--- src/source/cpu_pkg.sv ---
`default_nettype none

package cpu_pkg;

  localparam logic [6 : 0] opcode_op     = 7'b0110011;
  localparam logic [6 : 0] opcode_op_imm = 7'b0010011;
  localparam logic [6 : 0] opcode_lui    = 7'b0110111;

  typedef enum logic [3 : 0] {
    alu_add,
    alu_sub,
    alu_and,
    alu_or,
    alu_xor,
    alu_sll,
    alu_srl,
    alu_slt
  } alu_op_e;

  typedef struct packed {
    logic [6 : 0] funct7;
    logic [4 : 0] rs2;
    logic [4 : 0] rs1;
    logic [2 : 0] funct3;
    logic [4 : 0] rd;
    logic [6 : 0] opcode;
  } r_type_t;

  typedef struct packed {
    logic [11 : 0] imm;
    logic [4 : 0] rs1;
    logic [2 : 0] funct3;
    logic [4 : 0] rd;
    logic [6 : 0] opcode;
  } i_type_t;

  typedef struct packed {
    logic [19 : 0] imm;
    logic [4 : 0] rd;
    logic [6 : 0] opcode;
  } u_type_t;

  // All three views share the rd and opcode positions
  typedef union packed {
    r_type_t r;
    i_type_t i;
    u_type_t u;
  } instr_t;

  typedef struct packed {
    logic valid;
    logic [31 : 0] pc;
    instr_t instr;
  } fetch_out_t;

  typedef struct packed {
    logic valid;
    logic [31 : 0] pc;
    logic [4 : 0] rd;
    logic [4 : 0] rs1;
    logic [4 : 0] rs2;
    logic use_rs1;
    logic use_rs2;
    logic [31 : 0] op1;
    logic [31 : 0] op2;
    alu_op_e alu_op;
    logic illegal;
  } decode_out_t;

  typedef struct packed {
    logic valid;
    logic [31 : 0] pc;
    logic [4 : 0] rd;
    logic [31 : 0] data;
    logic illegal;
  } retire_t;

  typedef struct packed {
    logic enable;
    logic [4 : 0] addr;
    logic [31 : 0] data;
  } reg_write_t;

endpackage

`default_nettype wire

--- src/source/fetch_stage.sv ---
`timescale 1ns/1ps
`default_nettype none

module fetch_stage
#(
  parameter logic [31 : 0] reset_addr = 32'h0
)
(
  input  logic clock,
  input  logic rst,
  input  logic [31 : 0] imemory_rdata,
  input  logic [0 : 0] imemory_ready,
  output logic [0 : 0] imemory_valid,
  output logic [31 : 0] imemory_addr,
  output cpu_pkg::fetch_out_t fetch_out
);

  logic [31 : 0] pc;
  logic accept;

  assign accept = imemory_valid && imemory_ready;
  assign imemory_addr = pc;

  always_ff @(posedge clock) begin
    if (rst) begin
      imemory_valid <= 1'b0;
      pc <= reset_addr;
    end else begin
      imemory_valid <= 1'b1; // Request stays up for the whole run
      if (accept) begin
        pc <= pc + 32'd4;
      end
    end
  end

  always_ff @(posedge clock) begin
    if (accept) begin
      fetch_out.pc <= pc;
      fetch_out.instr <= imemory_rdata;
    end
    if (rst) begin
      fetch_out.valid <= 1'b0;
    end else begin
      fetch_out.valid <= accept; // Bubble while memory holds ready low
    end
  end

endmodule

`default_nettype wire

--- src/source/decode_stage.sv ---
`timescale 1ns/1ps
`default_nettype none

module decode_stage
(
  input  logic clock,
  input  logic rst,
  input  cpu_pkg::fetch_out_t fetch_in,
  input  logic [31 : 0] rs1_data,
  input  logic [31 : 0] rs2_data,
  output logic [4 : 0] rs1_addr,
  output logic [4 : 0] rs2_addr,
  output cpu_pkg::decode_out_t decode_out
);
  import cpu_pkg::*;

  instr_t instr;
  decode_out_t decode_next;
  logic [31 : 0] imm_i;
  logic funct7_ok;

  assign instr = fetch_in.instr;
  assign rs1_addr = instr.r.rs1;
  assign rs2_addr = instr.r.rs2;
  assign imm_i = {{20{instr.i.imm[11]}}, instr.i.imm};

  // Only SUB may set funct7 among the supported register forms
  assign funct7_ok = (instr.r.funct7 == 7'b0000000) ||
                     (instr.r.funct7 == 7'b0100000 && instr.r.funct3 == 3'b000);

  always_comb begin
    decode_next.valid = fetch_in.valid;
    decode_next.pc = fetch_in.pc;
    decode_next.rd = instr.r.rd;
    decode_next.rs1 = instr.r.rs1;
    decode_next.rs2 = instr.r.rs2;
    decode_next.use_rs1 = 1'b1;
    decode_next.use_rs2 = 1'b0;
    decode_next.op1 = rs1_data;
    decode_next.op2 = imm_i;
    decode_next.alu_op = alu_add;
    decode_next.illegal = 1'b0;
    case (instr.r.opcode)
      opcode_op: begin
        decode_next.use_rs2 = 1'b1;
        decode_next.op2 = rs2_data;
        decode_next.illegal = !funct7_ok;
        case (instr.r.funct3)
          3'b000: decode_next.alu_op = instr.r.funct7[5] ? alu_sub : alu_add;
          3'b001: decode_next.alu_op = alu_sll;
          3'b010: decode_next.alu_op = alu_slt;
          3'b100: decode_next.alu_op = alu_xor;
          3'b101: decode_next.alu_op = alu_srl;
          3'b110: decode_next.alu_op = alu_or;
          3'b111: decode_next.alu_op = alu_and;
          default: decode_next.illegal = 1'b1; // SLTU is not supported
        endcase
      end
      opcode_op_imm: begin
        case (instr.i.funct3)
          3'b000: decode_next.alu_op = alu_add;
          3'b010: decode_next.alu_op = alu_slt;
          3'b100: decode_next.alu_op = alu_xor;
          3'b110: decode_next.alu_op = alu_or;
          3'b111: decode_next.alu_op = alu_and;
          default: decode_next.illegal = 1'b1; // Shift immediates and SLTIU
        endcase
      end
      opcode_lui: begin
        decode_next.use_rs1 = 1'b0;
        decode_next.op1 = '0;
        decode_next.op2 = {instr.u.imm, 12'h000};
      end
      default: begin
        decode_next.use_rs1 = 1'b0;
        decode_next.illegal = 1'b1;
      end
    endcase
  end

  always_ff @(posedge clock) begin
    decode_out <= decode_next;
    if (rst) begin
      decode_out.valid <= 1'b0;
    end
  end

endmodule

`default_nettype wire

--- src/source/register_file.sv ---
`timescale 1ns/1ps
`default_nettype none

module register_file
(
  input  logic clock,
  input  logic rst,
  input  logic [4 : 0] rs1_addr,
  input  logic [4 : 0] rs2_addr,
  input  cpu_pkg::reg_write_t write,
  output logic [31 : 0] rs1_data,
  output logic [31 : 0] rs2_data
);

  logic [31 : 0] regs [1 : 31];

  // A write in the same cycle is seen by the read, which covers distance two
  function automatic logic [31 : 0] read_port(input logic [4 : 0] addr);
    if (addr == 5'd0) begin
      return '0;
    end else if (write.enable && write.addr == addr) begin
      return write.data;
    end
    return regs[addr];
  endfunction

  always_comb begin
    rs1_data = read_port(rs1_addr);
    rs2_data = read_port(rs2_addr);
  end

  always_ff @(posedge clock) begin
    if (rst) begin
      for (int i = 1; i < 32; i++) begin
        regs[i] <= '0;
      end
    end else if (write.enable && write.addr != 5'd0) begin
      regs[write.addr] <= write.data;
    end
  end

endmodule

`default_nettype wire

--- src/source/execute_stage.sv ---
`timescale 1ns/1ps
`default_nettype none

module execute_stage
(
  input  logic clock,
  input  logic rst,
  input  cpu_pkg::decode_out_t decode_in,
  output cpu_pkg::retire_t retire,
  output cpu_pkg::reg_write_t write
);
  import cpu_pkg::*;

  logic retire_writes;
  logic [31 : 0] op1;
  logic [31 : 0] op2;
  logic [31 : 0] result;

  assign retire_writes = retire.valid && !retire.illegal && (retire.rd != 5'd0);

  // Distance one needs the result still sitting in the retire register
  assign op1 = (decode_in.use_rs1 && retire_writes && decode_in.rs1 == retire.rd) ?
               retire.data : decode_in.op1;
  assign op2 = (decode_in.use_rs2 && retire_writes && decode_in.rs2 == retire.rd) ?
               retire.data : decode_in.op2;

  always_comb begin
    case (decode_in.alu_op)
      alu_add: result = op1 + op2;
      alu_sub: result = op1 - op2;
      alu_and: result = op1 & op2;
      alu_or: result = op1 | op2;
      alu_xor: result = op1 ^ op2;
      alu_sll: result = op1 << op2[4 : 0];
      alu_srl: result = op1 >> op2[4 : 0];
      alu_slt: result = {31'b0, $signed(op1) < $signed(op2)};
      default: result = '0;
    endcase
  end

  always_ff @(posedge clock) begin
    retire.pc <= decode_in.pc;
    retire.rd <= decode_in.rd;
    retire.illegal <= decode_in.illegal;
    retire.data <= decode_in.illegal ? '0 : result;
    if (rst) begin
      retire.valid <= 1'b0;
    end else begin
      retire.valid <= decode_in.valid;
    end
  end

  assign write = '{
    enable: retire_writes,
    addr: retire.rd,
    data: retire.data
  };

endmodule

`default_nettype wire

--- src/source/cpu.sv ---
`timescale 1ns/1ps
`default_nettype none

module cpu
#(
  parameter logic [31 : 0] reset_addr = 32'h0
)
(
  input  logic clock,
  input  logic rst,
  output logic [0 : 0] imemory_valid,
  output logic [31 : 0] imemory_addr,
  input  logic [31 : 0] imemory_rdata,
  input  logic [0 : 0] imemory_ready,
  output logic [0 : 0] retire_valid,
  output logic [31 : 0] retire_pc,
  output logic [4 : 0] retire_rd,
  output logic [31 : 0] retire_data,
  output logic [0 : 0] retire_illegal
);
  import cpu_pkg::*;

  fetch_out_t fetch_out;
  decode_out_t decode_out;
  retire_t retire;
  reg_write_t reg_write;
  logic [4 : 0] rs1_addr;
  logic [4 : 0] rs2_addr;
  logic [31 : 0] rs1_data;
  logic [31 : 0] rs2_data;

  fetch_stage #(
    .reset_addr (reset_addr)
  ) fetch_stage_comp (
    .clock (clock),
    .rst (rst),
    .imemory_rdata (imemory_rdata),
    .imemory_ready (imemory_ready),
    .imemory_valid (imemory_valid),
    .imemory_addr (imemory_addr),
    .fetch_out (fetch_out)
  );

  decode_stage decode_stage_comp (
    .clock (clock),
    .rst (rst),
    .fetch_in (fetch_out),
    .rs1_data (rs1_data),
    .rs2_data (rs2_data),
    .rs1_addr (rs1_addr),
    .rs2_addr (rs2_addr),
    .decode_out (decode_out)
  );

  register_file register_file_comp (
    .clock (clock),
    .rst (rst),
    .rs1_addr (rs1_addr),
    .rs2_addr (rs2_addr),
    .write (reg_write),
    .rs1_data (rs1_data),
    .rs2_data (rs2_data)
  );

  execute_stage execute_stage_comp (
    .clock (clock),
    .rst (rst),
    .decode_in (decode_out),
    .retire (retire),
    .write (reg_write)
  );

  assign retire_valid = retire.valid;
  assign retire_pc = retire.pc;
  assign retire_rd = retire.rd;
  assign retire_data = retire.data;
  assign retire_illegal = retire.illegal;

endmodule

`default_nettype wire

--- config.mk ---
export PLATFORM = sky130hd
export DESIGN_NAME = cpu
export DESIGN_NICKNAME = d
export VERILOG_FILES = /design/src/source/cpu_pkg.sv /design/src/source/fetch_stage.sv /design/src/source/decode_stage.sv /design/src/source/register_file.sv /design/src/source/execute_stage.sv /design/src/source/cpu.sv
export SDC_FILE = /design/constraint.sdc
export NUM_CORES = 2
export LEC_CHECK = 0
export BUFFER_PORTS_ARGS = -buffer_cell sky130_fd_sc_hd__buf_2
export CAP_MARGIN = 20
export CORE_UTILIZATION = 35
export DETAILED_ROUTE_END_ITERATION = 8
export GPL_TIMING_DRIVEN = 0
export HOLD_SLACK_MARGIN = 0.02
export SYNTH_ARGS = -nofsm -noshare
export SYNTH_HDL_FRONTEND = slang
export SYNTH_SLANG_ARGS = --single-unit
--- constraint.sdc ---
create_clock -name clock -period 6.3 [get_ports clock]
set_clock_uncertainty 0.05 [all_clocks]
set_input_delay 0.63 -clock clock [delete_from_list [all_inputs] [get_ports clock]]
set_output_delay 0.63 -clock clock [all_outputs]
set_load 0.05 [all_outputs]
==> metrics.md <==
| Metric | Value |
|---|---|
| Sequential power share | 43.9% |
| Int Power | 15.8 mW |
| CP Data Required Time | 6.90 ns |
| Clock Pin Slew Worst Setup and Hold Paths | 0.06 ns |
| Cell Area, Synth | 71900 µm² |
| CTS tree | built |
| Max stage delay cell, worst path | dfxtp_1 |
| Sequential Area | 37200 µm² |
| Max-cap violations | 0 |
| CP delay by family, top | compound AO/OA/AOI/OAI gates |
| Clk root buf | clkbuf_16 |
| Worst rel slew slack | 12.5% |
| HPWL after DPL | 225000 µm |
| Startpoint types | register |
| CTS H-tree depth | 4 |
| CP bufs+invs | 7 |
| Post-DR wirelength/cell | 34.6 µm |
| Worst vdd ir | 0.000320 V |
| Largest net degree at the start of global routing | 39 |
| Switching share of power | 29.4% |
| Row cnt | 165 |
| First-pass GRT wire length | 407000 µm |
| Critical Path Fanout Max | 10 |
| Via density per instance | 6.15 |
| Ports | 139 |
| Filler cell count | 18800 |
| Multi-input gate area in the final layout | 33000 µm² |
| Vias | 53000 |
| Failing checks | design-rule violations |
| Final setup fails | 0 |
| CTS max path bufs | 3 |
| Static Leak | 30.4 nW |
| Synthesis-to-layout area growth | 17.0% |
| CP endpoint kind | register |
| Die W | 455 µm |
| Combinational fraction of design power | 19.4% |
| # port buffers | 133 |
| DRC | 1 |
| Remaining global-route overflow | 0 |
| Actual slew at the worst max-slew pin | 1.31 ns |
| CP arrival | 6.83 ns |
| Clock Latency Late Sink | 0.82 ns |
| Post-synthesis average cell area | 13.5 µm² |
| Share of post-route cells with drive strength above 1 | 22.8% |
| Max-slew violation count | 0 |
| Ys flop type | edfxtp_1 |
| Post-Syn Instances | 5337 |
| Ys Warns | 0 |
| Die ar. | 207000 µm² |
| TritonCTS buffer count | 138 |
| Final antenna-violating net count | 0 |
| Clock sinks | 1313 |
| Sequential area share after synthesis | 51.7% |
| Core area | 203000 µm² |
| All-Layer GR Usage | 28.4% |
| Cell mode on critical path | buf_4 |
| Post-synth EDFFs | 1086 |
| Vias in the first global route | 51400 |
| Starting DRT DRC Count | 8710 |
| Cell variety after synth | 83 |
| Fmax achieved | 0.161 GHz |
| Crit-path cells | or3_1 -> buf_4 -> o31ai_4 -> buf_4 -> nor3_4 -> buf_6 -> buf_6 -> mux2i_4 -> inv_1 -> ha_1 -> clkbuf_1 -> nand2_1 -> a2111oi_0 -> nor2_1 -> o21a_1 -> a311oi_2 -> nor3b_1 -> o41ai_2 -> buf_4 -> xnor2_1 -> a211oi_2 -> a31oi_1 |
| Setup TNS | 0 ns |
| Most frequent cells in the layout | edfxtp_1 (1086), and2_1 (970), mux4_2 (646), clkbuf_1 (409), nand2_1 (270) |
| FF+latch count, synth | 1313 |
| # nets final | 5973 |
| DRT Pass-1 Iters | 9 |
| Async S/R FF share, synth | 0% |
| Min cycle time layout | 6.23 ns |
| Final hold violation count | 0 |
| Most common cell after layout, fill and taps aside | edfxtp_1 |
| Worst min path class | in -> reg |
| Final Wtd Congestion | 1.02 |
| Initial antenna violation count | 23 |
| Core Util, Final | 41.4% |
| Die height | 455 µm |
| Fin crit share | 98.9% |
| Initial Util | 35.4% |
| Psw | 6.60 mW |
| Fin Hold WS | 0.119 ns |
| Crit Path Category | reg -> reg |
| Status | finished, violations left |
| Crit-path max cell delay | 0.50 ns |
| Routed wire length | 298000 µm |
| P per Cell Area | 267 nW/µm² |
| Clk pwr share | 36.7% |
-- cells by family after synthesis --
| family | count (synthesis) | synth area share (%) |
|---|---|---|
| fa+ha+maj | 114 | 2.01 |
| simple gates | 1693 | 12.8 |
| xor+xnor | 67 | 0.816 |
| mux | 870 | 23.5 |
| compound gates | 657 | 5.72 |
| flops | 1313 | 51.7 |
| buf+inv | 622 | 3.37 |
| other cells | 1 | 0.00522 |
-- synth_stat cells, types with 15 or more instances --
library cell	instances	area [µm²]
mux4_2	646	14500
buf_2	25	125
nand3_1	50	250
edfxtp_1	1086	32600
mux2i_1	145	1450
a22oi_1	38	285
xnor2_1	38	333
a31oi_1	31	194
o21bai_1	17	128
nor3_1	70	350
a221oi_1	17	149
clkbuf_1	404	1520
ha_1	112	1400
nor2_1	233	875
a21oi_1	183	916
and2_1	970	6070
xor2_1	29	254
buf_1	75	282
o21ai_0	181	906
nand4_1	15	93.8
dfxtp_1	227	4540
inv_1	105	394
mux2_2	68	766
o211ai_1	49	368
nand2_1	270	1010
-- tightest hold or removal path, stage by stage --
cell and delay (ns):
buf_2 0.07, nand2_1 0.09, nand2_1 0.09, nand2_1 0.05
-- timing repair --
item | in CTS | in global routing
cloned | 0 | 0
resized for setup | 45 | 22
setup buffers | 7 | 5
pin swaps | 3 | 1
endpoints found under the hold margin | 42 | 0
hold buffers | 32 | 0
setup endpoints to repair | 27 | 11
-- per-layer routing --
layer | part of all wire [%] | vias to the layer above | global-route usage [%]
met5 | 0.016 | - | 0
met4 | 6.0 | 8 | 14.8
met3 | 12 | 880 | 8.19
met2 | 46 | 3933 | 45.2
met1 | 35 | 27000 | 35.1
li1 | - | 21100 | -
-- layout make-up --
type	count	share of cell area, %
Antenna cell	13	0.0387
Buffer	508	2.42
Clock buffer	168	4.32
Clock inverter	83	0.964
Inverter	108	0.497
Multi-Input combinational cell	3437	39.3
Sequential cell	1313	44.2
Tap cell	2672	3.97
Timing Repair Buffer	318	4.32
-- path summary, 6_finish.rpt --
check / startpoint / end / slack [ns] / cells past startpoint
setup / recovery: execute_stage_comp.retire[36] / execute_stage_comp.retire[27] / 0.07 / 22
hold / removal: imemory_ready / register / 0.12 / 4
setup reg to reg: execute_stage_comp.retire[36] / execute_stage_comp.retire[27] / 0.07 / 22
hold reg to reg: decode_stage_comp.decode_out[107] / execute_stage_comp.retire[59] / 0.27 / 0
-- state kept, by name (all words and copies together), names as in the netlist, named ones only --
name	flops
fetch_stage_comp.fetch_out	63
fetch_stage_comp.imemory_addr	30
decode_stage_comp.decode_out	116
register_file_comp.regs	1024
execute_stage_comp.retire	69
fetch_stage_comp.imemory_valid	1
-- per-stage QoR --
step	power, mW	worst slack [ns]	cells	instance area, µm²
2_1_floorplan	12.4	0.737	5372	72000
3_3_place_gp	13.9	-2.95	8177	76000
3_5_place_dp	14.1	-2.02	8301	78700
4_1_cts	22.2	0.0296	8586	83700
5_1_grt	22.9	-0.0177	8611	84100
6_report	22.4	0.0708	8620	84100
-- power groups by stage --
stage / Clock, mW / Combinational [mW] / Sequential [mW]
floorplan: 0 / 2.38 / 9.99
global placement: 0 / 3.83 / 10.1
detailed placement: 0 / 4.06 / 10.0
CTS: 8.26 / 4.13 / 9.84
global route: 8.55 / 4.45 / 9.87
finish: 8.23 / 4.35 / 9.85
No activity file was read; power rests on OpenSTA's default activity.
